### src/qnet_frame_pkg.sv
package qnet_frame_pkg;

   // Node address width and the broadcast address
   localparam int QNET_ID_W = 9;
   localparam logic [QNET_ID_W-1:0] NODE_BCAST = '1;

   // Flag bit positions inside the 6-bit flag field
   localparam int FLG_RESP_REQ = 4;
   localparam int FLG_ANS      = 0;

   // Opcodes carried in the header
   typedef enum logic [4:0] {
      OP_GET_NET  = 5'd1,
      OP_SET_NET  = 5'd2,
      OP_UPDT_OFF = 5'd9,
      OP_SET_DT   = 5'd10,
      OP_GET_DT   = 5'd11
   } qnet_op_t;

   // 32-bit frame header
   typedef struct packed {
      logic [2:0]           zero;
      qnet_op_t             op;
      logic [5:0]           flg;
      logic [QNET_ID_W-1:0] dst;
      logic [QNET_ID_W-1:0] src;
   } qnet_hdr_t;

   // 128-bit frame, header in the top word
   typedef struct packed {
      qnet_hdr_t   hdr;
      logic [31:0] dt1;
      logic [31:0] dt2;
      logic [31:0] dt3;
   } qnet_frame_t;

   // Frame closes a command this node started
   function automatic logic qnet_is_resp(qnet_hdr_t hdr, logic [QNET_ID_W-1:0] id);
      return ((hdr.src == id) && hdr.flg[FLG_RESP_REQ]) ||
             ((hdr.dst == id) && hdr.flg[FLG_ANS]);
   endfunction

endpackage
### src/qnet_node_pkg.sv
package qnet_node_pkg;

   import qnet_frame_pkg::*;

   // Parameter registers kept by one node
   typedef struct packed {
      logic [QNET_ID_W-1:0] id;
      logic [QNET_ID_W-1:0] nn;
      logic [31:0]          dt1;
      logic [31:0]          dt2;
      logic [31:0]          off;
   } qnet_params_t;

   // Where the command in execution came from
   typedef enum logic {
      SRC_LOC,
      SRC_NET
   } qnet_src_t;

endpackage

### src/qnet_tx_if.sv
`timescale 1ns/1ps

// Outgoing frame from executor to transmit buffer
interface qnet_tx_if
   import qnet_frame_pkg::*;
();

   logic        valid;
   qnet_frame_t frame;
   // High while the transmit buffer is empty
   logic        space;

   modport exec (
      output valid, frame,
      input  space
   );

   modport txr (
      input  valid, frame,
      output space
   );

endinterface

### src/qnet_cmd_if.sv
`timescale 1ns/1ps

// Command handoff from arbiter to executor.
// Payload holds while req is high, req drops after done
interface qnet_cmd_if
   import qnet_frame_pkg::*;
   import qnet_node_pkg::*;
();

   logic        req;
   qnet_src_t   src;
   qnet_hdr_t   hdr;
   logic [31:0] dt1;
   logic [31:0] dt2;
   logic [31:0] dt3;
   logic        done;

   modport arb (
      output req, src, hdr, dt1, dt2, dt3,
      input  done
   );

   modport exec (
      input  req, src, hdr, dt1, dt2, dt3,
      output done
   );

endinterface

### src/qnet_node.sv
`timescale 1ns/1ps

module qnet_node
   import qnet_frame_pkg::*;
   import qnet_node_pkg::*;
#(
   parameter int unsigned TX_CREDITS = 4
) (
   input  logic         t_clk,
   input  logic         t_aresetn,
   // Processor port
   input  logic         c_cmd_i,
   input  logic [4:0]   c_op_i,
   input  logic [31:0]  c_dt1_i,
   input  logic [31:0]  c_dt2_i,
   input  logic [31:0]  c_dt3_i,
   output logic         c_ready_o,
   // Link
   input  logic         rx_valid_i,
   input  logic [127:0] rx_frame_i,
   input  logic         tx_credit_i,
   output logic         tx_valid_o,
   output logic [127:0] tx_frame_o,
   // Node parameters
   output logic [8:0]   param_id_o,
   output logic [8:0]   param_nn_o,
   output logic [31:0]  param_dt1_o,
   output logic [31:0]  param_dt2_o,
   output logic [31:0]  time_off_dt_o,
   output logic         time_updt_o,
   output logic         cmd_err_o
);

   qnet_params_t params;

   qnet_cmd_if cmd_if ();
   qnet_tx_if  tx_if ();

   qnet_cmd_arbiter arb_i (
      .t_clk      (t_clk),
      .t_aresetn  (t_aresetn),
      .c_cmd_i    (c_cmd_i),
      .c_op_i     (qnet_op_t'(c_op_i)),
      .c_dt1_i    (c_dt1_i),
      .c_dt2_i    (c_dt2_i),
      .c_dt3_i    (c_dt3_i),
      .rx_valid_i (rx_valid_i),
      .rx_frame_i (rx_frame_i),
      .node_id_i  (params.id),
      .c_ready_o  (c_ready_o),
      .cmd        (cmd_if.arb)
   );

   qnet_cmd_exec exec_i (
      .t_clk       (t_clk),
      .t_aresetn   (t_aresetn),
      .cmd         (cmd_if.exec),
      .tx          (tx_if.exec),
      .params_o    (params),
      .time_updt_o (time_updt_o),
      .cmd_err_o   (cmd_err_o)
   );

   qnet_tx_credit #(
      .TX_CREDITS (TX_CREDITS)
   ) tx_i (
      .t_clk       (t_clk),
      .t_aresetn   (t_aresetn),
      .tx_credit_i (tx_credit_i),
      .tx          (tx_if.txr),
      .tx_valid_o  (tx_valid_o),
      .tx_frame_o  (tx_frame_o)
   );

   assign param_id_o    = params.id;
   assign param_nn_o    = params.nn;
   assign param_dt1_o   = params.dt1;
   assign param_dt2_o   = params.dt2;
   assign time_off_dt_o = params.off;

endmodule

### src/qnet_tx_credit.sv
`timescale 1ns/1ps

module qnet_tx_credit
   import qnet_frame_pkg::*;
#(
   parameter int unsigned TX_CREDITS = 4
) (
   input  logic        t_clk,
   input  logic        t_aresetn,
   input  logic        tx_credit_i,
   qnet_tx_if.txr      tx,
   output logic        tx_valid_o,
   output qnet_frame_t tx_frame_o
);

   // One spare bit so an underflow shows up as a large count
   localparam int CNT_W = 5;

   logic             full_q;
   logic [CNT_W-1:0] cnt_q;
   qnet_frame_t      frame_q;

   assign tx.space   = !full_q;
   // Buffered frame leaves as soon as a credit is there
   assign tx_valid_o = full_q && (cnt_q != '0);
   assign tx_frame_o = frame_q;

   always_ff @(posedge t_clk) begin
      if (!t_aresetn) begin
         full_q <= 1'b0;
         cnt_q  <= CNT_W'(TX_CREDITS);
      end else begin
         if (tx.valid)
            full_q <= 1'b1;
         else if (tx_valid_o)
            full_q <= 1'b0;
         cnt_q <= cnt_q - CNT_W'(tx_valid_o) + CNT_W'(tx_credit_i);
      end
   end

   always_ff @(posedge t_clk) begin
      if (tx.valid)
         frame_q <= tx.frame;
   end

   ////////////////////////////////////////////////////////////
   // Credit bookkeeping toward the link
   a_cnt_range: assert property (
      @(posedge t_clk) disable iff (!t_aresetn) cnt_q <= CNT_W'(TX_CREDITS)
   ) else $error("tx credit count out of range: %0d", cnt_q);

   a_credit_return: assert property (
      @(posedge t_clk) disable iff (!t_aresetn)
         tx_credit_i && !tx_valid_o |-> cnt_q < CNT_W'(TX_CREDITS)
   ) else $error("link returned a credit that was never used");

endmodule

### src/qnet_cmd_exec.sv
`timescale 1ns/1ps

module qnet_cmd_exec
   import qnet_frame_pkg::*;
   import qnet_node_pkg::*;
(
   input  logic         t_clk,
   input  logic         t_aresetn,
   qnet_cmd_if.exec     cmd,
   qnet_tx_if.exec      tx,
   output qnet_params_t params_o,
   output logic         time_updt_o,
   output logic         cmd_err_o
);

   typedef enum logic [1:0] {
      S_IDLE,
      S_SEND,
      S_PUSH,
      S_END
   } exec_st_t;

   exec_st_t     state_q;
   qnet_params_t params_q;
   qnet_params_t params_d;
   logic         wfr_q;
   logic         wfr_d;
   qnet_frame_t  frame_d;
   qnet_frame_t  frame_q;
   logic         send_d;
   logic         updt_d;
   logic         err_d;
   logic         dec;
   logic         dst_hit;
   logic         is_resp;

   assign dec     = (state_q == S_IDLE) && cmd.req;
   assign dst_hit = (cmd.hdr.dst == params_q.id);
   assign is_resp = qnet_is_resp(cmd.hdr, params_q.id);

   ////////////////////////////////////////////////////////////
   // Command decode
   always_comb begin
      params_d    = params_q;
      wfr_d       = wfr_q;
      send_d      = 1'b0;
      updt_d      = 1'b0;
      err_d       = 1'b0;
      // Default is to pass the frame on as it came
      frame_d.hdr = cmd.hdr;
      frame_d.dt1 = cmd.dt1;
      frame_d.dt2 = cmd.dt2;
      frame_d.dt3 = cmd.dt3;
      if (cmd.src == SRC_LOC) begin
         send_d = 1'b1;
         wfr_d  = cmd.hdr.flg[FLG_RESP_REQ];
         case (cmd.hdr.op)
            OP_GET_NET: begin
               // Originator of discovery is node 1
               params_d.id = 9'd1;
               frame_d.dt1 = 32'd1;
            end
            OP_SET_NET:
               frame_d.dt3 = {7'd0, params_q.nn, 7'd0, params_q.id + 9'd1};
            default: ;
         endcase
      end else if (wfr_q) begin
         if (is_resp) begin
            wfr_d = 1'b0;
            case (cmd.hdr.op)
               OP_GET_NET: params_d.nn = cmd.dt1[8:0];
               OP_GET_DT: begin
                  params_d.dt1 = cmd.dt1;
                  params_d.dt2 = cmd.dt2;
               end
               default: ;
            endcase
         end else begin
            // Unexpected frame while waiting, dropped
            err_d = 1'b1;
         end
      end else begin
         send_d = 1'b1;
         case (cmd.hdr.op)
            OP_GET_NET: frame_d.dt1 = cmd.dt1 + 32'd1;
            OP_SET_NET: begin
               params_d.nn      = cmd.dt3[24:16];
               params_d.id      = cmd.dt3[8:0];
               frame_d.dt3[8:0] = cmd.dt3[8:0] + 9'd1;
            end
            OP_UPDT_OFF: if (dst_hit) begin
               send_d       = 1'b0;
               updt_d       = 1'b1;
               params_d.off = cmd.dt1;
            end
            OP_SET_DT: if (dst_hit) begin
               send_d       = 1'b0;
               params_d.dt1 = cmd.dt1;
               params_d.dt2 = cmd.dt2;
            end
            OP_GET_DT: if (dst_hit) begin
               // Answer goes back to the asking node
               frame_d.hdr.flg[FLG_ANS] = 1'b1;
               frame_d.hdr.dst          = cmd.hdr.src;
               frame_d.hdr.src          = params_q.id;
               frame_d.dt1              = params_q.dt1;
               frame_d.dt2              = params_q.dt2;
               frame_d.dt3              = '0;
            end
            default: ;
         endcase
      end
   end

   ////////////////////////////////////////////////////////////
   // State, parameters and pulses
   always_ff @(posedge t_clk) begin
      if (!t_aresetn) begin
         state_q     <= S_IDLE;
         params_q    <= '0;
         wfr_q       <= 1'b0;
         time_updt_o <= 1'b0;
         cmd_err_o   <= 1'b0;
      end else begin
         time_updt_o <= 1'b0;
         cmd_err_o   <= 1'b0;
         case (state_q)
            S_IDLE: if (cmd.req) begin
               params_q    <= params_d;
               wfr_q       <= wfr_d;
               time_updt_o <= updt_d;
               cmd_err_o   <= err_d;
               state_q     <= send_d ? S_SEND : S_END;
            end
            // Stall here until the transmit buffer is free
            S_SEND: if (tx.space) state_q <= S_PUSH;
            // Frame handed to the transmit buffer
            S_PUSH: state_q <= S_END;
            default: state_q <= S_IDLE;
         endcase
      end
   end

   always_ff @(posedge t_clk) begin
      if (dec && send_d)
         frame_q <= frame_d;
   end

   assign tx.valid  = (state_q == S_PUSH);
   assign tx.frame  = frame_q;
   assign cmd.done  = (state_q == S_END);
   assign params_o  = params_q;

   a_tx_space: assert property (
      @(posedge t_clk) disable iff (!t_aresetn) tx.valid |-> tx.space
   ) else $error("tx valid while transmit buffer is full");

   // Arbiter must release the command right after done
   a_cmd_release: assert property (
      @(posedge t_clk) disable iff (!t_aresetn) cmd.done |=> !cmd.req
   ) else $error("cmd req still high after done");

endmodule

### src/qnet_cmd_arbiter.sv
`timescale 1ns/1ps

module qnet_cmd_arbiter
   import qnet_frame_pkg::*;
   import qnet_node_pkg::*;
(
   input  logic                 t_clk,
   input  logic                 t_aresetn,
   input  logic                 c_cmd_i,
   input  qnet_op_t             c_op_i,
   input  logic [31:0]          c_dt1_i,
   input  logic [31:0]          c_dt2_i,
   input  logic [31:0]          c_dt3_i,
   input  logic                 rx_valid_i,
   input  qnet_frame_t          rx_frame_i,
   input  logic [QNET_ID_W-1:0] node_id_i,
   output logic                 c_ready_o,
   qnet_cmd_if.arb              cmd
);

   localparam logic [5:0] FLG_LOC_NET = 6'b110000;
   localparam logic [5:0] FLG_LOC_GET = 6'b010000;

   logic        loc_pend;
   logic        loc_wait;
   logic        net_pend;
   qnet_hdr_t   loc_hdr_d;
   qnet_hdr_t   loc_hdr;
   logic [31:0] loc_dt1, loc_dt2, loc_dt3;
   qnet_frame_t net_frame;

   // Header for a processor command
   always_comb begin
      loc_hdr_d     = '0;
      loc_hdr_d.op  = c_op_i;
      loc_hdr_d.dst = c_dt3_i[24:16];
      loc_hdr_d.src = node_id_i;
      case (c_op_i)
         OP_GET_NET: begin
            loc_hdr_d.flg = FLG_LOC_NET;
            loc_hdr_d.dst = NODE_BCAST;
            loc_hdr_d.src = 9'd1;
         end
         OP_SET_NET: begin
            loc_hdr_d.flg = FLG_LOC_NET;
            loc_hdr_d.dst = NODE_BCAST;
         end
         OP_GET_DT: loc_hdr_d.flg = FLG_LOC_GET;
         default: ;
      endcase
   end

   ////////////////////////////////////////////////////////////
   // Pending flags and selection
   always_ff @(posedge t_clk) begin
      if (!t_aresetn) begin
         loc_pend <= 1'b0;
         loc_wait <= 1'b0;
         net_pend <= 1'b0;
         cmd.req  <= 1'b0;
         cmd.src  <= SRC_LOC;
      end else begin
         if (cmd.done) begin
            cmd.req <= 1'b0;
            if (cmd.src == SRC_LOC) begin
               loc_pend <= 1'b0;
               // Processor stays blocked until the answer is back
               loc_wait <= loc_hdr.flg[FLG_RESP_REQ];
            end else begin
               net_pend <= 1'b0;
               if (loc_wait && qnet_is_resp(net_frame.hdr, node_id_i))
                  loc_wait <= 1'b0;
            end
         end else if (!cmd.req && (loc_pend || net_pend)) begin
            cmd.req <= 1'b1;
            // Local command first
            cmd.src <= loc_pend ? SRC_LOC : SRC_NET;
         end
         if (c_cmd_i)
            loc_pend <= 1'b1;
         if (rx_valid_i)
            net_pend <= 1'b1;
      end
   end

   always_ff @(posedge t_clk) begin
      if (c_cmd_i) begin
         loc_hdr <= loc_hdr_d;
         loc_dt1 <= c_dt1_i;
         loc_dt2 <= c_dt2_i;
         loc_dt3 <= c_dt3_i;
      end
      if (rx_valid_i)
         net_frame <= rx_frame_i;
   end

   assign c_ready_o = !loc_pend && !loc_wait;

   // Payload toward the executor
   always_comb begin
      if (cmd.src == SRC_LOC) begin
         cmd.hdr = loc_hdr;
         cmd.dt1 = loc_dt1;
         cmd.dt2 = loc_dt2;
         cmd.dt3 = loc_dt3;
      end else begin
         cmd.hdr = net_frame.hdr;
         cmd.dt1 = net_frame.dt1;
         cmd.dt2 = net_frame.dt2;
         cmd.dt3 = net_frame.dt3;
      end
   end

   // Receive side has one slot and no back-pressure
   a_rx_no_overrun: assert property (
      @(posedge t_clk) disable iff (!t_aresetn) rx_valid_i |-> !net_pend
   ) else $error("rx frame arrived while another one is pending");

endmodule

### config.mk
export PLATFORM = sky130hd
export DESIGN_NAME = qnet_node
export DESIGN_NICKNAME = d
export VERILOG_FILES = /design/src/qnet_frame_pkg.sv /design/src/qnet_node_pkg.sv /design/src/qnet_tx_if.sv /design/src/qnet_cmd_if.sv /design/src/qnet_node.sv /design/src/qnet_tx_credit.sv /design/src/qnet_cmd_exec.sv /design/src/qnet_cmd_arbiter.sv
export SDC_FILE = /design/constraint.sdc
export NUM_CORES = 1
export LEC_CHECK = 0
export BUFFER_PORTS_ARGS = -buffer_cell sky130_fd_sc_hd__buf_4
export CAP_MARGIN = 20
export CELL_PAD_IN_SITES_DETAIL_PLACEMENT = 1
export CELL_PAD_IN_SITES_GLOBAL_PLACEMENT = 2
export CORE_ASPECT_RATIO = 0.7
export CORE_UTILIZATION = 40
export DETAILED_ROUTE_END_ITERATION = 6
export HOLD_SLACK_MARGIN = 0.15
export PLACE_DENSITY = 0.93
export SLEW_MARGIN = 10
export SYNTH_ARGS = -nofsm -noshare
export SYNTH_HDL_FRONTEND = slang
export SYNTH_HIERARCHICAL = 1
export SYNTH_SLANG_ARGS = --single-unit
### constraint.sdc
create_clock -name t_clk -period 21.6 [get_ports t_clk]
set_input_delay 2.16 -clock t_clk [delete_from_list [all_inputs] [get_ports t_clk]]
set_output_delay 2.16 -clock t_clk [all_outputs]
set_load 0.02 [all_outputs]
==> impl_metrics.yaml <==
placed_design:
  numPlacedInstances: 2999
  gp_congestion: 0.854
  place_area_um2: 30000
  place.port_buffers: 479
  dp_hpwl_um: 54700
floorplanning:
  die_w_um: 304
  die_h_um: 214
  die-area_um2: 65100
  rows: 77
  design.core.area_um2: 63200
  start_util: 0.405
  ioPinCount: 480
clock_network:
  insertion_delay_ps: 670
  post_cts.repair.setup_buffers: 0
  cts-root-buf: "clkbuf_16"
  h-tree-depth: 2
  clk_pin_slew_worst_paths_ps: 60
  cts_made_buffers: 61
  hold_buffers: 0
  cts.sinks: 635
  clockBufferDepth: 3
  cts-resized-gates: 0
  cts_tree: "yes"
sta:
  tightest_slew_ps: 1080
  fin_tns_setup_ps: 0
  slew_headroom: 0.282
  fin_skew_ps: 39.0
  rsz0062_at_grt: "no"
  period_needed_ps: 5940
  fmax_ghz: 0.168
  maxSlewViolCount: 0
  finalHoldViolCount: 0
  setup_viol: 0
  post-route-period-util: 0.275
synthesis:
  async_flop_share: 0
  synth_edf_count: 505
  synth_cell_type_count: 69
  synthTopCellsByArea: "edfxtp_1 (59%), dfxtp_1 (10%), mux2_2 (7.5%)"
  yosys-top-cells-count: "edfxtp_1 (505), nand2_1 (187), mux2_2 (170), dfxtp_1 (130), mux2i_1 (104)"
  yosysTopAreaCell: "edfxtp_1"
  yosysMostFrequentCell: "edfxtp_1"
  netlist_area_um2: 25600
  synth_cells: 1766
  ys_seq_area_frac: 0.694
  syn_nets: 2015
  syn_area_per_cell_um2: 14.5
  ys.flop_type: "edfxtp_1"
  yosysWarnings: 6
  postSynthRegisterBits: 635
  synth_top_area_share: 0.592
worst_setup_path:
  start_kind: "flip-flop"
  cp-end-kind: "flip-flop"
  crit_buf_inv: 3
  crit_required_ps: 22010
  reg2reg_slack_ps: 15660
  crit_type: "flip-flop to flip-flop"
  max_stage_delay_ps: 940
  cp_slowest_cell: "dfxtp_4"
  cp_cell_sequence: "buf_4, buf_4, nor2b_1, nand4_1, nor4_4, buf_4, nor2_1, and2_1"
  cpMostUsedCell: "buf_4"
  crit_family: "buffers and inverters"
  critPathArrivalTime_ps: 6350
  cp_max_fo: 72
pwr:
  power_w: 0.00329
  internal_power_w: 0.00237
  switchingPower_w: 0.000915
  p_clk_frac: 0.334
  p_leak_nw: 11.9
  p_sw_frac: 0.278
  comb_power_share: 0.174
  power_density_nw_per_um2: 102
  ir_drop_mv: 0.0762
  pwr-share-seq: 0.492
global_route:
  grt_max_degree: 78
  antenna_found_initial: 3
  gr-usage-all-layers: 0.239
  grt_overflow_total: 0
  grt_pass1_vias: 17700
  grt_pass1_wl_um: 116000
routing:
  route.detailed.drc: 0
  num_vias: 16700
  dr.pass1.iters: 6
  wirelength_um: 79600
  post_drt_wl_per_cell_um: 25.5
  drtAntennaViolNets: 0
  avgViaCountPerCell: 5.36
  first_iter_violations: 1173
outcome:
  status: "complete, no violations"
hold_path:
  min_path_type: "flip-flop to flip-flop"
layout:
  regArea_um2: 17800
  final_nets: 2485
  fill_cells: 6284
  stdcell_count: 3120
  multi_input_area_um2: 7250
  drive_gt1_frac: 0.342
  area_growth_syn_to_layout_pct: 25.4
  final_area_um2: 32100
job:
  maxCapViolCount: 0
-- power by group through the flow --
stage          Sequential [W]  Combinational [W]  Clock (W)
5_1_grt               0.00163           0.000608    0.00117
4_1_cts               0.00162           0.000567    0.00112
6_report              0.00162           0.000573    0.00110
3_5_place_dp          0.00164           0.000563          0
3_3_place_gp          0.00163           0.000539          0
2_1_floorplan         0.00171           0.000232          0
-- kinds of logic (layout without fill, tap and decap cells) --
logic type      count (synthesis)  after routing  share of synthesized area
mux                           281            281                      0.118
buf+inv                       140            663                     0.0254
simple gates                  467            467                     0.0879
xor+xnor                       55             55                     0.0188
other cells                     0              2                          0
fa+ha+maj                      15             15                    0.00762
compound gates                173            173                     0.0482
flops                         635            635                      0.694
-- routing by layer --
metal  global-route usage  vias up  wire [µm]
met3               0.0650      112       5820
met1                0.308     8560      33400
met5                    0        -          0
met2                0.399      546      38700
li1                     -     7507          -
met4               0.0658        0       1780
-- worst paths after layout --
path / startpoint / to / cells after the start
hold / removal: exec_i/tx.frame[115] / tx_i/tx_frame_o[115] / 0
hold reg to reg: exec_i/tx.frame[115] / tx_i/tx_frame_o[115] / 0
setup reg to reg: arb_i/cmd.src / exec_i/tx.frame[26] / 8
setup / recovery: arb_i/cmd.src / exec_i/tx.frame[26] / 8
-- stage by stage --
stage / setup slack [ps] / hold slack (ps) / util
2_1_floorplan: 13920 / 400 / -
3_3_place_gp: 15470 / 403 / 0.474
3_5_place_dp: 15150 / 405 / 0.474
4_1_cts: 15160 / 380 / 0.507
5_1_grt: 15240 / 396 / 0.508
6_report: 15660 / 394 / 0.508
-- cell usage in the layout (no fill, tap or decap), drive strengths merged, types with 28 or more instances in the layout --
cell type,instances
mux2i,104
a211oi,28
inv,46
buf,502
nor2,86
mux2,177
xor2,30
dfxtp,130
nand2,188
and2,35
a21oi,30
edfxtp,505
clkbuf,83
nand3,35
-- final cells by class --
type | count | share of cell area
diodes | 2 | 0.000156
clock buffers | 83 | 0.0533
clock inverters | 33 | 0.0109
inverters | 45 | 0.00526
multi-input cells | 991 | 0.226
flip-flops and latches | 635 | 0.553
well taps | 829 | 0.0323
repair buffers | 502 | 0.119
-- flip-flops by register name (all words and copies together), names as in the netlist --
register / cells
arb_i/net_frame: 128
arb_i/loc_dt1: 32
arb_i/loc_pend: 1
tx_i/tx_frame_o: 128
tx_i/full_q: 1
arb_i/cmd.src: 1
exec_i/wfr_q: 1
arb_i/loc_hdr: 25
exec_i/state_q: 2
exec_i/time_updt_o: 1
exec_i/params_o: 114
arb_i/loc_dt3: 32
exec_i/tx.frame: 128
arb_i/loc_wait: 1
tx_i/cnt_q: 5
exec_i/cmd_err_o: 1
arb_i/cmd.req: 1
arb_i/net_pend: 1
arb_i/loc_dt2: 32
(Power assumes the default switching activity.)
